**config.mk**
```make
export PLATFORM = sky130hd
export DESIGN_NAME = vec_unit
export DESIGN_NICKNAME = d
export VERILOG_FILES = /design/src/logic/vec_pkg.sv /design/src/logic/vec_dispatcher.sv /design/src/logic/vec_sequencer.sv /design/src/logic/vec_lane.sv /design/src/logic/vrf_write_arbiter.sv /design/src/logic/slide_unit.sv /design/src/logic/vec_unit.sv
export SDC_FILE = /design/constraint.sdc
export NUM_CORES = 2
export LEC_CHECK = 0
export ABC_AREA = 0
export BUFFER_PORTS_ARGS = -buffer_cell sky130_fd_sc_hd__buf_2
export CORE_MARGIN = 2
export CORE_UTILIZATION = 28
export CTS_BUF_LIST = sky130_fd_sc_hd__clkbuf_16
export CTS_CLUSTER_SIZE = 8
export DETAILED_ROUTE_END_ITERATION = 8
export GPL_TIMING_DRIVEN = 1
export PLACE_DENSITY = 0.4
export SLEW_MARGIN = 20
export SYNTH_ARGS = -nofsm -noshare
export SYNTH_HDL_FRONTEND = slang
export SYNTH_SLANG_ARGS = --single-unit
```
**constraint.sdc**
```tcl
create_clock -name clk_i -period 14.5 [get_ports clk_i]
set_input_delay 0 -clock clk_i [delete_from_list [all_inputs] [get_ports clk_i]]
set_output_delay 0 -clock clk_i [all_outputs]
set_load 0.01 [all_outputs]
```
**src/logic/vec_pkg.sv**
```systemverilog
//////////////////////////////
// Vector coprocessor package
// Sizes, element types, opcodes and the
// structs shared between the blocks
//////////////////////////////

package vec_pkg;

  //////////////////////////////
  // Sizes
  //////////////////////////////

  localparam int unsigned NrLanes      = 2;
  localparam int unsigned NrVRegs      = 8;
  localparam int unsigned VLen         = 8;
  // Element i sits in lane i mod NrLanes, row i div NrLanes
  localparam int unsigned ElemsPerLane = VLen / NrLanes;
  localparam int unsigned ElemWidth    = 16;
  // Outstanding instructions and dispatcher depth
  localparam int unsigned QueueDepth   = 4;

  //////////////////////////////
  // Plain vector types
  //////////////////////////////

  typedef logic [ElemWidth-1:0]              elem_t;
  typedef logic [$clog2(NrVRegs)-1:0]        vreg_t;
  typedef logic [$clog2(ElemsPerLane)-1:0]   row_t;
  typedef logic [$clog2(NrLanes)-1:0]        lane_t;
  // Global element index inside one vector
  typedef logic [$clog2(VLen)-1:0]           eidx_t;
  typedef logic [$clog2(QueueDepth)-1:0]     qptr_t;
  typedef logic [$clog2(QueueDepth):0]       qcnt_t;

  //////////////////////////////
  // Instructions and requests
  //////////////////////////////

  typedef enum logic [1:0] {
    op_add_vv,
    op_add_vx,
    op_slide1up,
    op_ext_xv
  } vec_op_e;

  // For op_ext_xv the low bits of scalar hold the element index
  typedef struct packed {
    vec_op_e op;
    vreg_t   vd;
    vreg_t   vs1;
    vreg_t   vs2;
    elem_t   scalar;
  } vec_insn_t;

  typedef struct packed {
    elem_t data;
  } vec_resp_t;

  typedef struct packed {
    vreg_t vd;
    row_t  row;
    elem_t data;
  } vrf_wreq_t;

  typedef struct packed {
    vreg_t vreg;
    row_t  row;
  } vrf_rreq_t;

  typedef enum logic {
    unit_alu,
    unit_slide
  } unit_e;

endpackage

```
**src/logic/vec_dispatcher.sv**
```systemverilog
//////////////////////////////
// Instruction dispatcher
// Circular queue of instructions strobed in by
// the scalar core, head offered to the sequencer
//////////////////////////////

`timescale 1ns/1ps

module vec_dispatcher (
  input  logic               clk_i,
  input  logic               reset_i,
  // Scalar core side
  input  logic               req_valid_i,
  input  vec_pkg::vec_insn_t req_i,
  // Sequencer side
  output logic               head_valid_o,
  output vec_pkg::vec_insn_t head_o,
  input  logic               pop_i
);

  import vec_pkg::*;

  vec_insn_t queue_q [QueueDepth];
  qptr_t     rd_ptr_q;
  qptr_t     wr_ptr_q;
  qcnt_t     count_q;

  assign head_valid_o = (count_q != '0);
  assign head_o       = queue_q[rd_ptr_q];

  // Pointers and fill level
  always_ff @(posedge clk_i) begin
    if (reset_i) begin
      rd_ptr_q <= '0;
      wr_ptr_q <= '0;
      count_q  <= '0;
    end else begin
      if (req_valid_i) begin
        wr_ptr_q <= wr_ptr_q + 1'b1;
      end
      if (pop_i) begin
        rd_ptr_q <= rd_ptr_q + 1'b1;
      end
      case ({req_valid_i, pop_i})
        2'b10:   count_q <= count_q + 1'b1;
        2'b01:   count_q <= count_q - 1'b1;
        default: count_q <= count_q;
      endcase
    end
  end

  // Storage, the core never overfills it
  always_ff @(posedge clk_i) begin
    if (req_valid_i) begin
      queue_q[wr_ptr_q] <= req_i;
    end
  end

endmodule

```
**src/logic/vec_sequencer.sv**
```systemverilog
//////////////////////////////
// Vector sequencer
// Checks register hazards, issues to the ALU or
// slide unit and retires responses in order
//////////////////////////////

`timescale 1ns/1ps

module vec_sequencer (
  input  logic                                    clk_i,
  input  logic                                    reset_i,
  // Dispatcher side
  input  logic                                    head_valid_i,
  input  vec_pkg::vec_insn_t                      head_i,
  output logic                                    pop_o,
  // Processing units
  output logic                                    alu_start_o,
  output logic                                    slide_start_o,
  output vec_pkg::vec_insn_t                      insn_o,
  input  logic               [vec_pkg::NrLanes-1:0] alu_done_i,
  input  logic               [vec_pkg::NrLanes-1:0] ext_valid_i,
  input  vec_pkg::elem_t     [vec_pkg::NrLanes-1:0] ext_data_i,
  input  logic                                    slide_done_i,
  // Responses to the core
  output logic                                    resp_valid_o,
  output vec_pkg::vec_resp_t                      resp_o
);

  import vec_pkg::*;

  typedef enum logic [1:0] {
    st_idle,
    st_busy,
    st_finished
  } unit_state_e;

  unit_state_e        state_q [2];
  vec_insn_t          insn_q  [2];
  logic [NrLanes-1:0] lane_done_q;
  elem_t              ext_data_q;
  unit_e              oldest_q;

  unit_e              head_unit;
  unit_e              other_old;
  unit_e              other_head;
  logic               hazard;
  logic               issue;
  logic [1:0]         finish;
  logic               retire;
  elem_t              ext_data_sel;

  function automatic logic writes_vd(vec_insn_t insn);
    return insn.op != op_ext_xv;
  endfunction

  function automatic logic reads_reg(vec_insn_t insn, vreg_t vreg);
    return (insn.vs2 == vreg) || ((insn.op == op_add_vv) && (insn.vs1 == vreg));
  endfunction

  //////////////////////////////
  // Hazard check and issue
  //////////////////////////////

  always_comb begin
    head_unit  = (head_i.op == op_slide1up) ? unit_slide : unit_alu;
    other_head = (head_unit == unit_alu) ? unit_slide : unit_alu;
    other_old  = (oldest_q == unit_alu) ? unit_slide : unit_alu;
    hazard     = 1'b0;
    // Only running instructions still touch the register file
    for (int u = 0; u < 2; u++) begin
      if (state_q[u] == st_busy) begin
        hazard = hazard
               | (writes_vd(insn_q[u]) && reads_reg(head_i, insn_q[u].vd))
               | (writes_vd(insn_q[u]) && writes_vd(head_i) && (insn_q[u].vd == head_i.vd))
               | (writes_vd(head_i) && reads_reg(insn_q[u], head_i.vd));
      end
    end
    issue = head_valid_i && (state_q[head_unit] == st_idle) && !hazard;
  end

  assign pop_o         = issue;
  assign alu_start_o   = issue && (head_unit == unit_alu);
  assign slide_start_o = issue && (head_unit == unit_slide);
  assign insn_o        = head_i;

  //////////////////////////////
  // Completion and retirement
  //////////////////////////////

  always_comb begin
    ext_data_sel = '0;
    for (int l = 0; l < NrLanes; l++) begin
      if (ext_valid_i[l]) begin
        ext_data_sel = ext_data_i[l];
      end
    end
    // Lanes may finish on different cycles
    finish[unit_alu]   = (state_q[unit_alu] == st_busy) && (&(lane_done_q | alu_done_i));
    finish[unit_slide] = (state_q[unit_slide] == st_busy) && slide_done_i;
    retire             = (state_q[oldest_q] == st_finished);
  end

  always_ff @(posedge clk_i) begin
    if (reset_i) begin
      for (int u = 0; u < 2; u++) begin
        state_q[u] <= st_idle;
      end
      lane_done_q  <= '0;
      oldest_q     <= unit_alu;
      resp_valid_o <= 1'b0;
    end else begin
      for (int u = 0; u < 2; u++) begin
        if (issue && (head_unit == unit_e'(u))) begin
          state_q[u] <= st_busy;
        end else if (finish[u]) begin
          state_q[u] <= st_finished;
        end else if (retire && (oldest_q == unit_e'(u))) begin
          state_q[u] <= st_idle;
        end
      end
      lane_done_q <= finish[unit_alu] ? '0 : (lane_done_q | alu_done_i);
      // Age order of the two units
      if (retire) begin
        if (state_q[other_old] != st_idle) begin
          oldest_q <= other_old;
        end else if (issue) begin
          oldest_q <= head_unit;
        end
      end else if (issue && (state_q[other_head] == st_idle)) begin
        oldest_q <= head_unit;
      end
      resp_valid_o <= retire;
    end
  end

  always_ff @(posedge clk_i) begin
    if (issue) begin
      insn_q[head_unit] <= head_i;
    end
    if (|ext_valid_i) begin
      ext_data_q <= ext_data_sel;
    end
    // Only extraction returns data
    resp_o.data <= (insn_q[oldest_q].op == op_ext_xv) ? ext_data_q : '0;
  end

endmodule

```
**src/logic/vec_lane.sv**
```systemverilog
//////////////////////////////
// Vector lane
// One slice of the register file with an ALU
// port and a slide read port, plus the adder
//////////////////////////////

`timescale 1ns/1ps

module vec_lane (
  input  logic               clk_i,
  input  logic               reset_i,
  input  vec_pkg::lane_t     lane_id_i,
  // Sequencer side
  input  logic               start_i,
  input  vec_pkg::vec_insn_t insn_i,
  output logic               done_o,
  output logic               ext_valid_o,
  output vec_pkg::elem_t     ext_data_o,
  // Write port through the arbiter
  output vec_pkg::vrf_wreq_t alu_wreq_o,
  output logic               alu_wvalid_o,
  input  vec_pkg::vrf_wreq_t wreq_i,
  input  logic               wvalid_i,
  input  logic               alu_gnt_i,
  // Slide unit read port
  input  vec_pkg::vrf_rreq_t slide_rreq_i,
  output vec_pkg::elem_t     slide_rdata_o
);

  import vec_pkg::*;

  elem_t     vrf_q [NrVRegs][ElemsPerLane];
  logic      busy_q;
  vec_insn_t insn_q;
  row_t      row_q;

  elem_t     op_a;
  elem_t     op_b;
  eidx_t     ext_idx;
  lane_t     ext_lane;
  row_t      ext_row;

  // Owner of the extracted element
  assign ext_idx  = insn_i.scalar[$bits(eidx_t)-1:0];
  assign ext_lane = lane_t'(ext_idx % NrLanes);
  assign ext_row  = row_t'(ext_idx / NrLanes);

  //////////////////////////////
  // ALU datapath
  //////////////////////////////

  assign op_a = vrf_q[insn_q.vs2][row_q];
  assign op_b = (insn_q.op == op_add_vv) ? vrf_q[insn_q.vs1][row_q] : insn_q.scalar;

  assign alu_wvalid_o    = busy_q;
  assign alu_wreq_o.vd   = insn_q.vd;
  assign alu_wreq_o.row  = row_q;
  assign alu_wreq_o.data = op_a + op_b;

  assign slide_rdata_o = vrf_q[slide_rreq_i.vreg][slide_rreq_i.row];

  // Row counter steps only on grant
  always_ff @(posedge clk_i) begin
    if (reset_i) begin
      busy_q      <= 1'b0;
      row_q       <= '0;
      done_o      <= 1'b0;
      ext_valid_o <= 1'b0;
    end else begin
      done_o      <= 1'b0;
      ext_valid_o <= 1'b0;
      if (start_i) begin
        if (insn_i.op == op_ext_xv) begin
          done_o      <= 1'b1;
          ext_valid_o <= (ext_lane == lane_id_i);
        end else begin
          busy_q <= 1'b1;
          row_q  <= '0;
        end
      end else if (busy_q && alu_gnt_i) begin
        row_q <= row_q + 1'b1;
        if (row_q == row_t'(ElemsPerLane - 1)) begin
          busy_q <= 1'b0;
          done_o <= 1'b1;
        end
      end
    end
  end

  always_ff @(posedge clk_i) begin
    if (start_i) begin
      insn_q     <= insn_i;
      ext_data_o <= vrf_q[insn_i.vs2][ext_row];
    end
  end

  //////////////////////////////
  // Register file slice
  //////////////////////////////

  always_ff @(posedge clk_i) begin
    if (reset_i) begin
      for (int r = 0; r < NrVRegs; r++) begin
        for (int e = 0; e < ElemsPerLane; e++) begin
          vrf_q[r][e] <= '0;
        end
      end
    end else if (wvalid_i) begin
      vrf_q[wreq_i.vd][wreq_i.row] <= wreq_i.data;
    end
  end

endmodule

```
**src/logic/vrf_write_arbiter.sv**
```systemverilog
//////////////////////////////
// Register file write arbiter
// Round-robin between lane ALU and slide unit
//////////////////////////////

`timescale 1ns/1ps

module vrf_write_arbiter (
  input  logic               clk_i,
  input  logic               reset_i,
  input  vec_pkg::vrf_wreq_t alu_req_i,
  input  logic               alu_valid_i,
  input  vec_pkg::vrf_wreq_t slide_req_i,
  input  logic               slide_valid_i,
  output logic               alu_gnt_o,
  output logic               slide_gnt_o,
  output vec_pkg::vrf_wreq_t wreq_o,
  output logic               wvalid_o
);

  import vec_pkg::*;

  unit_e last_q;

  // On contention the previous loser wins
  always_comb begin
    alu_gnt_o   = alu_valid_i;
    slide_gnt_o = slide_valid_i;
    if (alu_valid_i && slide_valid_i) begin
      alu_gnt_o   = (last_q == unit_slide);
      slide_gnt_o = (last_q == unit_alu);
    end
  end

  assign wvalid_o = alu_gnt_o | slide_gnt_o;
  assign wreq_o   = slide_gnt_o ? slide_req_i : alu_req_i;

  always_ff @(posedge clk_i) begin
    if (reset_i) begin
      last_q <= unit_alu;
    end else if (slide_gnt_o) begin
      last_q <= unit_slide;
    end else if (alu_gnt_o) begin
      last_q <= unit_alu;
    end
  end

endmodule

```
**src/logic/slide_unit.sv**
```systemverilog
//////////////////////////////
// Slide unit
// Slide up by one across the lanes, scalar
// inserted at element 0
//////////////////////////////

`timescale 1ns/1ps

module slide_unit (
  input  logic                                      clk_i,
  input  logic                                      reset_i,
  input  logic                                      start_i,
  input  vec_pkg::vec_insn_t                        insn_i,
  output vec_pkg::vrf_rreq_t [vec_pkg::NrLanes-1:0] rreq_o,
  input  vec_pkg::elem_t     [vec_pkg::NrLanes-1:0] rdata_i,
  output vec_pkg::vrf_wreq_t [vec_pkg::NrLanes-1:0] wreq_o,
  output logic               [vec_pkg::NrLanes-1:0] wvalid_o,
  input  logic               [vec_pkg::NrLanes-1:0] gnt_i,
  output logic                                      done_o
);

  import vec_pkg::*;

  typedef enum logic [1:0] {
    sl_idle,
    sl_read,
    sl_write
  } slide_state_e;

  slide_state_e       state_q;
  vec_insn_t          insn_q;
  row_t               row_q;
  elem_t [NrLanes-1:0] src_q;
  // Last lane's element of the previous row
  elem_t              carry_q;
  logic [NrLanes-1:0] written_q;

  elem_t [NrLanes-1:0] shifted;
  logic               row_done;

  // Each element moves one lane up, lane 0 takes the carry
  assign shifted  = {src_q[NrLanes-2:0], carry_q};
  assign row_done = (state_q == sl_write) && (&(written_q | gnt_i));

  always_comb begin
    for (int l = 0; l < NrLanes; l++) begin
      rreq_o[l].vreg = insn_q.vs2;
      rreq_o[l].row  = row_q;
      wreq_o[l].vd   = insn_q.vd;
      wreq_o[l].row  = row_q;
      wreq_o[l].data = shifted[l];
      wvalid_o[l]    = (state_q == sl_write) && !written_q[l];
    end
  end

  always_ff @(posedge clk_i) begin
    if (reset_i) begin
      state_q   <= sl_idle;
      row_q     <= '0;
      written_q <= '0;
      done_o    <= 1'b0;
    end else begin
      done_o <= 1'b0;
      case (state_q)
        sl_idle: begin
          if (start_i) begin
            state_q <= sl_read;
            row_q   <= '0;
          end
        end
        sl_read: state_q <= sl_write;
        sl_write: begin
          if (row_done) begin
            written_q <= '0;
            if (row_q == row_t'(ElemsPerLane - 1)) begin
              state_q <= sl_idle;
              done_o  <= 1'b1;
            end else begin
              row_q   <= row_q + 1'b1;
              state_q <= sl_read;
            end
          end else begin
            // Keep halves already granted
            written_q <= written_q | gnt_i;
          end
        end
        default: state_q <= sl_idle;
      endcase
    end
  end

  // Source row is captured before any of it is overwritten
  always_ff @(posedge clk_i) begin
    if (start_i) begin
      insn_q  <= insn_i;
      carry_q <= insn_i.scalar;
    end else if (row_done) begin
      carry_q <= src_q[NrLanes-1];
    end
    if (state_q == sl_read) begin
      src_q <= rdata_i;
    end
  end

endmodule

```
**src/logic/vec_unit.sv**
```systemverilog
//////////////////////////////
// Vector coprocessor top
// Dispatcher, sequencer, lanes with their write
// arbiters and the slide unit
//////////////////////////////

`timescale 1ns/1ps

module vec_unit (
  input  logic               clk_i,
  input  logic               reset_i,
  input  logic               req_valid_i,
  input  vec_pkg::vec_insn_t req_i,
  output logic               resp_valid_o,
  output vec_pkg::vec_resp_t resp_o
);

  import vec_pkg::*;

  //////////////////////////////
  // Dispatcher and sequencer
  //////////////////////////////

  logic                head_valid;
  vec_insn_t           head;
  logic                pop;
  logic                alu_start;
  logic                slide_start;
  vec_insn_t           insn;
  logic [NrLanes-1:0]  alu_done;
  logic [NrLanes-1:0]  ext_valid;
  elem_t [NrLanes-1:0] ext_data;
  logic                slide_done;

  vec_dispatcher i_dispatcher (
    .clk_i        (clk_i      ),
    .reset_i      (reset_i    ),
    .req_valid_i  (req_valid_i),
    .req_i        (req_i      ),
    .head_valid_o (head_valid ),
    .head_o       (head       ),
    .pop_i        (pop        )
  );

  vec_sequencer i_sequencer (
    .clk_i         (clk_i       ),
    .reset_i       (reset_i     ),
    .head_valid_i  (head_valid  ),
    .head_i        (head        ),
    .pop_o         (pop         ),
    .alu_start_o   (alu_start   ),
    .slide_start_o (slide_start ),
    .insn_o        (insn        ),
    .alu_done_i    (alu_done    ),
    .ext_valid_i   (ext_valid   ),
    .ext_data_i    (ext_data    ),
    .slide_done_i  (slide_done  ),
    .resp_valid_o  (resp_valid_o),
    .resp_o        (resp_o      )
  );

  //////////////////////////////
  // Slide unit
  //////////////////////////////

  vrf_rreq_t [NrLanes-1:0] slide_rreq;
  elem_t     [NrLanes-1:0] slide_rdata;
  vrf_wreq_t [NrLanes-1:0] slide_wreq;
  logic      [NrLanes-1:0] slide_wvalid;
  logic      [NrLanes-1:0] slide_gnt;

  slide_unit i_slide_unit (
    .clk_i    (clk_i       ),
    .reset_i  (reset_i     ),
    .start_i  (slide_start ),
    .insn_i   (insn        ),
    .rreq_o   (slide_rreq  ),
    .rdata_i  (slide_rdata ),
    .wreq_o   (slide_wreq  ),
    .wvalid_o (slide_wvalid),
    .gnt_i    (slide_gnt   ),
    .done_o   (slide_done  )
  );

  //////////////////////////////
  // Lanes
  //////////////////////////////

  vrf_wreq_t [NrLanes-1:0] alu_wreq;
  logic      [NrLanes-1:0] alu_wvalid;
  logic      [NrLanes-1:0] alu_gnt;
  vrf_wreq_t [NrLanes-1:0] wreq;
  logic      [NrLanes-1:0] wvalid;

  for (genvar l = 0; l < NrLanes; l++) begin : gen_lanes
    vec_lane i_lane (
      .clk_i         (clk_i         ),
      .reset_i       (reset_i       ),
      .lane_id_i     (lane_t'(l)    ),
      .start_i       (alu_start     ),
      .insn_i        (insn          ),
      .done_o        (alu_done[l]   ),
      .ext_valid_o   (ext_valid[l]  ),
      .ext_data_o    (ext_data[l]   ),
      .alu_wreq_o    (alu_wreq[l]   ),
      .alu_wvalid_o  (alu_wvalid[l] ),
      .wreq_i        (wreq[l]       ),
      .wvalid_i      (wvalid[l]     ),
      .alu_gnt_i     (alu_gnt[l]    ),
      .slide_rreq_i  (slide_rreq[l] ),
      .slide_rdata_o (slide_rdata[l])
    );

    vrf_write_arbiter i_arbiter (
      .clk_i         (clk_i          ),
      .reset_i       (reset_i        ),
      .alu_req_i     (alu_wreq[l]    ),
      .alu_valid_i   (alu_wvalid[l]  ),
      .slide_req_i   (slide_wreq[l]  ),
      .slide_valid_i (slide_wvalid[l]),
      .alu_gnt_o     (alu_gnt[l]     ),
      .slide_gnt_o   (slide_gnt[l]   ),
      .wreq_o        (wreq[l]        ),
      .wvalid_o      (wvalid[l]      )
    );
  end : gen_lanes

endmodule

```
==> flow_summary.ini <==
[clocking]
clock-sinks = 1328
root_buffer = clkbuf_16
ctsHtreeMaxLevel = 4
cts_buffers = 195
cts_resized = 0
worstSkewPairLatency_ns = 0.88
cts_tree = yes
path_clk_slew_ns = 0.06
cts_setup_buffers = 0
clk_path_buf_depth = 4
ctsHoldBuffers = 58

[routing]
drt-initial-drc-count = 6058
dr.pass1.iters = 6
wl_per_cell_um = 37.6
ant_nets = 0
wl_um = 347000
vias_per_cell = 5.82
num_vias = 53800
route.detailed.drc = 0

[placement]
dp_slack_ns = 7.25
postPlaceCellArea_mm2 = 0.0862
dpl.hpwl_um = 209000
dp.cells = 8896
io_buffers = 46
place_congestion = 0.855

[worst_setup_path]
path_max_fanout = 46
end_kind = flop
startpoint_type = flop
worstSetupPathType = reg2reg
cp.required_ns = 15.06
critPathArrivalTime_ns = 7.94
r2r_setup_slack_ns = 7.13

[timing]
max-slew-margin-rel = 0.237
finalClockSkew_ns = 0.0632
hold_viol_final = 0
tightest_slew_ns = 1.14
setup_viol = 0
rsz0062_at_grt = no
max_clock_freq_mhz = 136
period_share = 0.508
setup_slack_ns = 7.13
period_needed_ns = 7.37
hold_ws_ns = 0.265
drv_slew = 0
tns_ns = 0

[die]
core_mm2 = 0.288
num_rows = 197
die_h_um = 543
ioPinCount = 47
die_w_um = 543
die_area_mm2 = 0.295
initial_core_util = 0.282

[job]
maxCapViolCount = 0

[synth]
synthArstFlopShare = 0
synthXorXnorAreaFrac = 0.00528
synth_compound_area_frac = 0.0321
synth_top_area_frac = 0.469
synth_top_family_by_area = multiplexers
synth_fa_ha_area_frac = 0.00659
synth_common_cells = edfxtp_1 (1269), mux4_2 (1236), nor2_1 (1091)
synth_fp_nets = 5489
postSynthAreaPerCell_um2 = 15.0
syn_area_mm2 = 0.0813
seq_area_frac_synth = 0.483
synth-edff-count = 1269
synth_most_common_cell = edfxtp_1
synth_top_area_cell = edfxtp_1
synthMuxAreaShare = 0.360
synth_area_leaders = edfxtp_1 (47%), mux4_2 (34%), nor2_1 (5.0%)
syn-instance-count = 5418
synth-simple-area-share = 0.0832
ys_seq_elements = 1328
synth-main-ff-cell = edfxtp_1
ys_warn_count = 0
synth.distinct_cells = 68

[grt]
grt-ovfl-total = 0
grt_max_degree = 94
grt_pass1_vias = 53900
antenna_found_initial = 11
grt_first_pass_wirelength_um = 473000
track_usage = 0.234

[outcome]
outcome = finished clean

[layout]
syn2layout_area_growth_pct = 13.3
stdcell_area_mm2 = 0.0921
final_nets = 5442
final_cells = 9237
post-route-util = 0.319
drive_above_1_share = 0.342

[min_path]
min_path_type = in2reg

[pwr]
peakVddDrop_v = 0.000313
leakagePower_nw = 30.9
power_density_mw_per_mm2 = 245
total_power_mw = 22.5
[layout by cell type (no fill, tap or decap), types with 76 or more instances in the layout]
cell type  instances
buf_4            199
inv_1             95
a21oi_1           76
clkbuf_16        197
nor2_1          1090
nand2_1          290
mux4_2          1234
a211oi_1         102
nor2b_1           84
mux2i_1           88
edfxtp_1        1269
[power breakdown]
group	switching, mW	leakage [nW]	total (mW)	internal, mW
clock network	1.78	2.84	4.17	2.39
logic	8.55	14.7	13.2	4.66
registers	0.521	13.3	5.13	4.61
[kinds of logic after synthesis]
kind of cell / after synthesis
xor gates and xnor gates: 49
DFF: 1328
adders and majority gates: 41
AOI/OAI and AO/OA: 378
muxes: 1370
and+or+nand+nor: 1659
buffers and inverters: 593
[state kept, by name, indices dropped and copies added, names as in the netlist, 4 cells and up, named ones only]
| register | flops |
|---|---|
| gen_lanes.i_lane.row_q | 4 |
| i_slide_unit.src_q | 16 |
| gen_lanes.i_lane.vrf_q | 1024 |
| i_sequencer.ext_data_q | 16 |
| i_sequencer.state_q | 4 |
| i_sequencer.resp_o | 16 |
| gen_lanes.i_lane.ext_data_o | 32 |
| i_slide_unit.carry_q | 16 |
| i_slide_unit.wreq_o | 18 |
| i_dispatcher.queue_q | 108 |
| i_sequencer.insn_q | 12 |
| gen_lanes.i_lane.insn_q | 20 |
[layer usage]
layer / part of all wire / up-vias / GRT usage
li1: - / 21600 / -
met1: 0.42 / 29200 / 0.313
met2: 0.47 / 2337 / 0.372
met3: 0.066 / 587 / 0.0406
met4: 0.051 / 2 / 0.103
met5: 0.000020 / - / 0
[critical path, cell delays in order, from the launching register on]
cell	delay, ns
dfxtp_4	0.80
buf_4	0.79
buf_4	0.76
mux4_2	0.42
mux4_2	0.53
mux2_2	0.29
ha_1	0.42
o21ai_0	0.17
o21ai_0	0.37
a41oi_1	0.23
o41ai_1	0.60
a31oi_1	0.18
or3_1	0.37
a31oi_4	0.83
nor2_1	0.10
[area by class of cell]
type	instances	area (µm²)
sequential	1328	39300
antenna	4	10.0
tap	3781	4730
inverter	31	133
multi-input combinational	3497	40000
clock buffer	197	4930
clock inverter	81	344
fill	28200	196000
timing repair buffer	318	2640
[path summary, 6_finish.rpt]
kind | from | to | cells past startpoint
max | flop | gen_lanes[1].i_lane.vrf_q[7][31] | 14
max reg2reg | flop | gen_lanes[1].i_lane.vrf_q[7][31] | 14
min | reset_i | i_dispatcher.wr_ptr_q[1] | 4
min reg2reg | i_sequencer.ext_data_q[4] | i_sequencer.resp_o[4] | 1
Note: power is estimated with default switching activity, not from simulation.
